--- src/verilog/ldpc_ibuf_pkg.sv ---
/*
  ldpc decoder input buffer, shared definitions
  widths, lane and bank counts, vector types used by the
  bank logic, the lane storage and the top level
*/
`default_nettype none

package ldpc_ibuf_pkg;

  //--------------------------------------------------------------------------
  // sizes
  //--------------------------------------------------------------------------
  localparam int ADDR_W = 6;                // word address inside one bank
  localparam int WDAT_W = 8;                // write lane width
  localparam int LANES  = 4;                // read/write width ratio
  localparam int RDAT_W = LANES * WDAT_W;   // wide read word
  localparam int BNUM_W = 1;                // bank index width
  localparam int NBANK  = 2 ** BNUM_W;      // ping-pong, 2 banks
  localparam int TAG_W  = 8;                // frame tag

  //--------------------------------------------------------------------------
  // vector types
  //--------------------------------------------------------------------------
  typedef logic [ADDR_W-1:0]   addr_t;
  typedef logic [WDAT_W-1:0]   wdat_t;
  typedef logic [RDAT_W-1:0]   rdat_t;
  typedef logic [BNUM_W-1:0]   bank_t;
  typedef logic [TAG_W-1:0]    tag_t;
  typedef logic [LANES-1:0]    lane_we_t;   // one strobe per lane
  typedef logic [BNUM_W:0]     bcnt_t;      // filled banks, 0 .. NBANK

endpackage

`default_nettype wire

--- src/verilog/bank_status_if.sv ---
/*
  bank status bundle
  bank pointers and fill flags from the bank logic to the
  buffer and to the top level outputs
*/
`timescale 1ns/100ps
`default_nettype none

interface bank_status_if import ldpc_ibuf_pkg::*; ();

  bank_t wused;       // bank being written
  bank_t rused;       // bank being read
  logic  empty_any;   // at least one bank free
  logic  empty_all;   // nothing filled
  logic  full_any;    // at least one bank filled
  logic  full_all;    // every bank filled

  // bank logic side, owns everything
  modport ptr  (output wused, rused, empty_any, empty_all, full_any, full_all);

  // storage side, only the pointers
  modport buff (input wused, rused);

  // status outputs
  modport stat (input empty_any, empty_all, full_any, full_all);

endinterface

`default_nettype wire

--- src/verilog/bank_ptr_logic.sv ---
/*
  ping-pong bank control
  write/read bank pointers, filled bank counter and the
  four status flags, all registered on iwclk
*/
`timescale 1ns/100ps
`default_nettype none

module bank_ptr_logic import ldpc_ibuf_pkg::*; (
  input  logic       iwclk,
  input  logic       rst_n,
  input  logic       wfull,    // close write bank, 1 cycle pulse
  input  logic       rempty,   // release read bank, 1 cycle pulse
  bank_status_if.ptr bs
);

  bcnt_t cnt;        // filled banks
  bcnt_t cnt_nxt;
  logic  wr_ok;      // accepted wfull
  logic  rd_ok;      // accepted rempty

  //--------------------------------------------------------------------------
  // strobe acceptance
  //--------------------------------------------------------------------------
  // refused pulses are simply dropped
  assign wr_ok = wfull  & ~bs.full_all;
  assign rd_ok = rempty & ~bs.empty_all;

  always_comb begin
    cnt_nxt = cnt;
    case ({wr_ok, rd_ok})
      2'b10:   cnt_nxt = cnt + 1'b1;
      2'b01:   cnt_nxt = cnt - 1'b1;
      default: cnt_nxt = cnt;   // idle, or both at once
    endcase
  end

  //--------------------------------------------------------------------------
  // pointers and counter
  //--------------------------------------------------------------------------
  always_ff @(posedge iwclk or negedge rst_n) begin
    if (!rst_n) begin
      bs.wused <= '0;
      bs.rused <= '0;
      cnt      <= '0;
    end else begin
      if (wr_ok) begin
        bs.wused <= bs.wused + 1'b1;   // wraps at NBANK
      end
      if (rd_ok) begin
        bs.rused <= bs.rused + 1'b1;
      end
      cnt <= cnt_nxt;
    end
  end

  //--------------------------------------------------------------------------
  // status flags
  //--------------------------------------------------------------------------
  // decoded from the next count so they line up with cnt
  always_ff @(posedge iwclk or negedge rst_n) begin
    if (!rst_n) begin
      bs.empty_any <= 1'b1;
      bs.empty_all <= 1'b1;
      bs.full_any  <= 1'b0;
      bs.full_all  <= 1'b0;
    end else begin
      bs.empty_any <= (cnt_nxt != bcnt_t'(NBANK));
      bs.empty_all <= (cnt_nxt == '0);
      bs.full_any  <= (cnt_nxt != '0);
      bs.full_all  <= (cnt_nxt == bcnt_t'(NBANK));
    end
  end

endmodule

`default_nettype wire

--- src/verilog/lane_ram.sv ---
/*
  single byte lane storage
  simple dual port ram spanning all banks, synchronous write,
  registered read with one cycle latency
*/
`timescale 1ns/100ps
`default_nettype none

module lane_ram import ldpc_ibuf_pkg::*; (
  input  logic                     iwclk,
  input  logic                     we,
  input  logic [BNUM_W+ADDR_W-1:0] waddr,   // {bank, word}
  input  wdat_t                    wdat,
  input  logic [BNUM_W+ADDR_W-1:0] raddr,   // {bank, word}
  output wdat_t                    rdat
);

  // NBANK banks of 64 bytes
  wdat_t mem [NBANK * (2 ** ADDR_W)];

  //--------------------------------------------------------------------------
  // write port
  //--------------------------------------------------------------------------
  always_ff @(posedge iwclk) begin
    if (we) begin
      mem[waddr] <= wdat;
    end
  end

  //--------------------------------------------------------------------------
  // read port
  //--------------------------------------------------------------------------
  // address sampled on the edge, data out right after it
  // same address write in the same cycle gives the old byte
  always_ff @(posedge iwclk) begin
    rdat <= mem[raddr];
  end

endmodule

`default_nettype wire

--- src/verilog/ldpc_ibuf_top.sv ---
/*
  ldpc decoder input buffer, top level
  ping-pong byte lane buffer with width conversion and per
  bank frame tags, plain ports on the single iwclk domain
*/
`timescale 1ns/100ps
`default_nettype none

module ldpc_ibuf_top import ldpc_ibuf_pkg::*; (
  input  logic     iwclk,
  input  logic     rst_n,
  // write side
  input  lane_we_t lane_we,
  input  addr_t    waddr,
  input  wdat_t    wdat,
  input  logic     wfull,
  input  tag_t     wtag,
  // read side
  input  logic     rempty,
  input  addr_t    raddr,
  output rdat_t    rdat,
  output tag_t     rtag,
  // status
  output logic     empty_any,
  output logic     empty_all,
  output logic     full_any,
  output logic     full_all
);

  bank_status_if bs_i ();

  //--------------------------------------------------------------------------
  // bank control
  //--------------------------------------------------------------------------
  bank_ptr_logic bank_ptr_logic_i (
    .iwclk  (iwclk),
    .rst_n  (rst_n),
    .wfull  (wfull),
    .rempty (rempty),
    .bs     (bs_i.ptr)
  );

  //--------------------------------------------------------------------------
  // storage
  //--------------------------------------------------------------------------
  ldpc_ibuffer ldpc_ibuffer_i (
    .iwclk    (iwclk),
    .lane_we  (lane_we),
    .waddr    (waddr),
    .wdat     (wdat),
    .wfull    (wfull),
    .full_all (full_all),   // status flag, gates the tag write
    .wtag     (wtag),
    .raddr    (raddr),
    .rdat     (rdat),
    .rtag     (rtag),
    .bs       (bs_i.buff)
  );

  // status flags out
  assign empty_any = bs_i.empty_any;
  assign empty_all = bs_i.empty_all;
  assign full_any  = bs_i.full_any;
  assign full_all  = bs_i.full_all;

endmodule

`default_nettype wire

--- src/verilog/ldpc_ibuffer.sv ---
/*
  ldpc input buffer storage
  LANES byte lanes written one at a time and read as one wide
  word, plus one frame tag slot per bank
*/
`timescale 1ns/100ps
`default_nettype none

module ldpc_ibuffer import ldpc_ibuf_pkg::*; (
  input  logic        iwclk,
  input  lane_we_t    lane_we,    // per lane write strobe
  input  addr_t       waddr,
  input  wdat_t       wdat,
  input  logic        wfull,      // close bank, latch tag
  input  logic        full_all,   // from stat flags, gates the tag write
  input  tag_t        wtag,
  input  addr_t       raddr,
  output rdat_t       rdat,
  output tag_t        rtag,
  bank_status_if.buff bs
);

  logic [BNUM_W+ADDR_W-1:0] lane_waddr;
  logic [BNUM_W+ADDR_W-1:0] lane_raddr;
  wdat_t                    lane_rdat [LANES];
  logic                     tag_we;

  //--------------------------------------------------------------------------
  // lane addressing
  //--------------------------------------------------------------------------
  // bank pointer on top, word address below
  assign lane_waddr = {bs.wused, waddr};
  assign lane_raddr = {bs.rused, raddr};

  //--------------------------------------------------------------------------
  // lane array
  //--------------------------------------------------------------------------
  for (genvar g = 0; g < LANES; g++) begin : g_lane
    lane_ram lane_ram_i (
      .iwclk (iwclk),
      .we    (lane_we[g]),
      .waddr (lane_waddr),
      .wdat  (wdat),          // same byte to every selected lane
      .raddr (lane_raddr),
      .rdat  (lane_rdat[g])
    );

    // lane 0 lands in the low byte
    assign rdat[g*WDAT_W +: WDAT_W] = lane_rdat[g];
  end

  //--------------------------------------------------------------------------
  // tag storage
  //--------------------------------------------------------------------------
  // same acceptance rule as the bank counter
  assign tag_we = wfull & ~full_all;

  // starts cleared, rtag reads zero out of reset
  tag_t tag_mem [NBANK] = '{default: '0};

  always_ff @(posedge iwclk) begin
    if (tag_we) begin
      tag_mem[bs.wused] <= wtag;   // slot of the bank being closed
    end
  end

  assign rtag = tag_mem[bs.rused];   // follows rused, no extra delay

endmodule

`default_nettype wire
--- config.mk ---
export PLATFORM = sky130hd
export DESIGN_NAME = ldpc_ibuf_top
export DESIGN_NICKNAME = d
export VERILOG_FILES = /design/src/verilog/ldpc_ibuf_pkg.sv /design/src/verilog/bank_status_if.sv /design/src/verilog/bank_ptr_logic.sv /design/src/verilog/lane_ram.sv /design/src/verilog/ldpc_ibuf_top.sv /design/src/verilog/ldpc_ibuffer.sv
export SDC_FILE = /design/constraint.sdc
export NUM_CORES = 2
export LEC_CHECK = 0
export BUFFER_PORTS_ARGS = -buffer_cell sky130_fd_sc_hd__buf_2
export CAP_MARGIN = 20
export CORE_MARGIN = 3
export CORE_UTILIZATION = 35
export DETAILED_ROUTE_END_ITERATION = 7
export SLEW_MARGIN = 30
export SYNTH_ARGS = -nofsm -noshare
export SYNTH_HDL_FRONTEND = slang
export SYNTH_MEMORY_MAX_BITS = 65536
export SYNTH_SLANG_ARGS = --single-unit
--- constraint.sdc ---
create_clock -name iwclk -period 3.8 [get_ports iwclk]
set_input_delay 0.38 -clock iwclk [delete_from_list [all_inputs] [get_ports iwclk]]
set_output_delay 0.38 -clock iwclk [all_outputs]
set_load 0.005 [all_outputs]
==> metrics.txt <==
fraction of final layout cells with drive strength greater than 1 33.0%; area of the core 0.456 mm²; post-cts gate resize count 0; most instantiated library cell after synthesis edfxtp_1; DIE WIDTH about 700 µm; count of buffers from port buffering a little under 80; setup slack on the worst flop-to-flop path 0.61 ns; DR DRC count 0; mean area per synthesized cell 24.3 µm²; synth-to-layout area growth 15.5%; Synth Instances around 6600; internal portion of total power between 70 and 80 mW; Initial DRT Pass Iterations 6; final non-filler cell area 0.185 mm²; clock insertion delay at the later pin of the skew report about 0.95 ns; Worst setup SP type register; die outline area approximately 0.47 mm²; count of warnings emitted by yosys 0; max-capacitance violation count 0; setup repair after global routing missed its margin false; first-pass GRT wire length 570000 µm; Vias approximately 70000; kind of capture point of the worst setup path register; CTS tree yes; HPWL Detailed approximately 260000 µm; routed length per instance slightly below 30 µm; TNS Setup 0 ns; run status complete, no violations; kind of critical path reg2reg; part of the Yosys area used for sequential elements 77.4%; maximum frequency from static timing analysis between 0.3 and 0.4 GHz; starting utilization of the core area 35.2%; Switching Fraction roughly 22%; leading cell types by total area after synthesis edfxtp_1 77%, mux4_2 19%, and2_1 1.9%; I/O pin count 80; clock sink count about 4200; final number of setup-violating endpoints 0; sequential cell fraction of total power 52.7%; hold crit path type in2reg; number of slew-limit violations in the final report 0; number of antenna violations at the first check in global routing 39; Synth top area share 76.9%; VDD IR max 0.381 mV; actual transition at the worst max-transition pin 1.17 ns; fin crit period 3.19 ns; Async SR Flop Fraction 0.193%; #FFs+latches synth 4152; leakage power between 50 and 60 nW; library cell with the largest summed area after synthesis edfxtp_1; clock edge transition at the registers on the reported setup and hold paths 0.06 ns; number of hold violations in the final report 0; count of nets left with antenna violations after detail routing 0; Worst Clk Skew between 0.02 and 0.025 ns; final clock period utilization by the worst path 83.9%; sw power 21.1 mW; CP max FO 8; Worst Path Arrival 3.75 ns; # nets final just over 7000; Worst slew margin 21.8%; total CTS buffers 420; Worst EP required ~4.4 ns; pin count of the biggest net entering global routing 180; Post-Syn Nets approximately 6600; Post-Route Utilization around two fifths; number of filler instances in the final layout 39225; setup bufs post-CTS 0; DRT Wirelength between 300000 and 400000 µm; power density relative to cell area 524 mW/mm²; power share of the clock group approximately two fifths; number of global-route vias before repair 74590; Clock Path Buffers 4; Post-synth EDFFs 4112; clock tree root driver cell clkbuf_16; commonest cells in the synthesized netlist 4112 x edfxtp_1, 1344 x mux4_2, 489 x and2_1; count of unique library cells instantiated by Yosys 29; Die Height 683 µm; Mapped Area around 0.16 mm²; Final Power 97.2 mW; placed standard-cell area 0.172 mm²; combinational power share under 10%; count of standard-cell rows 248; overflow left after global routing 0; H-tree depth 5; total global routing track utilization 16.8%; main flop type after synthesis edfxtp_1; weighted congestion at the end of routability-driven global placement between 0.8 and 0.9; routed via count divided by cell count 5.22; Initial DRC Count 7877
path summary, 6_finish.rpt:
kind | startpoint | endpoint | cells past startpoint
setup reg to reg | bank_ptr_logic_i.bs.wused$_DFFE_PN0N_ | ldpc_ibuffer_i.g_lane[1].lane_ram_i.mem[5][3]$_DFFE_PP_ | 5
min in group asynchronous | rst_n | bank_ptr_logic_i.bs.rused$_DFFE_PN0P_ | 3
hold reg to reg | bank_ptr_logic_i.cnt[1]$_DFF_PN0_ | bank_ptr_logic_i.cnt[1]$_DFF_PN0_ | 1
setup / recovery | bank_ptr_logic_i.bs.wused$_DFFE_PN0N_ | ldpc_ibuffer_i.g_lane[1].lane_ram_i.mem[5][3]$_DFFE_PP_ | 5
hold / removal | wtag[7] | ldpc_ibuffer_i.tag_mem[1][7]$_DFFE_PP_ | 2
max in group asynchronous | rst_n | bank_ptr_logic_i.bs.empty_all$_DFF_PN1_ | 3
placed cells by master, fill, tap and decap left out, types with 9 or more instances in the layout:
cell           Yosys  routed
buf_12             0     107
mux2_2            40      40
buf_8              0      11
mux4_2          1344    1344
dlygate4sd3_1      0      21
dfxtp_1           32      32
nand2_1           11      10
clkbuf_8           0       9
clkbuf_16          0     429
buf_2             64      62
and3_1            25      25
diode_2            0      29
clkbuf_1         245      93
buf_4              0     349
bufinv_16          0      29
edfxtp_1        4112    4112
clkinv_1           0     107
and2_1           489     489
nor2_1           130     128
clkinv_2           0      70
power groups by stage:
stage | Combinational, mW | Clock [mW] | Sequential [mW]
2_1_floorplan | 3.13 | 0 | 51.9
3_3_place_gp | 6.23 | 0 | 52.2
3_5_place_dp | 6.32 | 0 | 52.2
4_1_cts | 6.35 | 40.5 | 51.3
5_1_grt | 6.59 | 42.3 | 51.2
6_report | 6.28 | 39.7 | 51.2
worst max-delay path: stages, from the launching register on:
cell and delay [ns]:
dfrtp_1 0.56, nor2_1 0.80, nand2_1 0.29, nor2_1 0.48, buf_4 0.24, and2_1 0.43
routing by layer:
layer / vias to the layer above / routed length, µm / GRT usage [%]
li1: 29537 / - / -
met1: 38959 / 155000 / 21.7
met2: 2436 / 207000 / 29.3
met3: 602 / 23100 / 2.58
met4: 12 / 14100 / 5.32
met5: - / 186 / 0.184
stage by stage:
step,setup slack [ns],hold slack (ns),cells
floorplan,0.692,0.0844,6603
global placement,0.264,0.223,12880
detailed placement,0.277,0.229,12880
CTS,0.752,0.0704,13664
global route,0.680,0.122,13673
finish,0.611,0.173,13695
area by class of cell:
class | instances | area, µm² | share of cell area (%)
Inverter | 1 | 3.75 | 0.00202
Timing Repair Buffer | 553 | 5510 | 2.97
Sequential cell | 4152 | 124000 | 67.0
Tap cell | 6125 | 7660 | 4.13
Antenna cell | 29 | 72.6 | 0.0391
Multi-Input combinational cell | 2072 | 34700 | 18.7
Clock inverter | 232 | 1960 | 1.06
Clock buffer | 531 | 11200 | 6.04
cell families after synthesis:
family | count (synthesis) | synth area share (%)
xor gates and xnor gates | 5 | 0.0273
adders and majority gates | 1 | 0.00779
buffers and inverters | 379 | 0.945
DFF | 4152 | 77.4
muxes | 1384 | 19.1
and+or+nand+nor | 682 | 2.44
flip-flops by register name, indices dropped and copies added, names as in the netlist:
register,count
bank_ptr_logic_i.bs.empty_all,1
bank_ptr_logic_i.bs.empty_any,1
bank_ptr_logic_i.bs.full_all,1
bank_ptr_logic_i.bs.full_any,1
bank_ptr_logic_i.bs.rused,1
bank_ptr_logic_i.bs.wused,1
bank_ptr_logic_i.cnt,2
ldpc_ibuffer_i.g_lane.lane_ram_i.mem,4096
ldpc_ibuffer_i.g_lane.lane_ram_i.rdat,32
ldpc_ibuffer_i.tag_mem,16
what timing repair did:
action | 4_1_cts | 5_1_grt
hold endpoints to repair | 383 | 0
hold buffers | 21 | 0
endpoints found under the setup margin | 0 | 0
(Power assumes the default switching activity.)
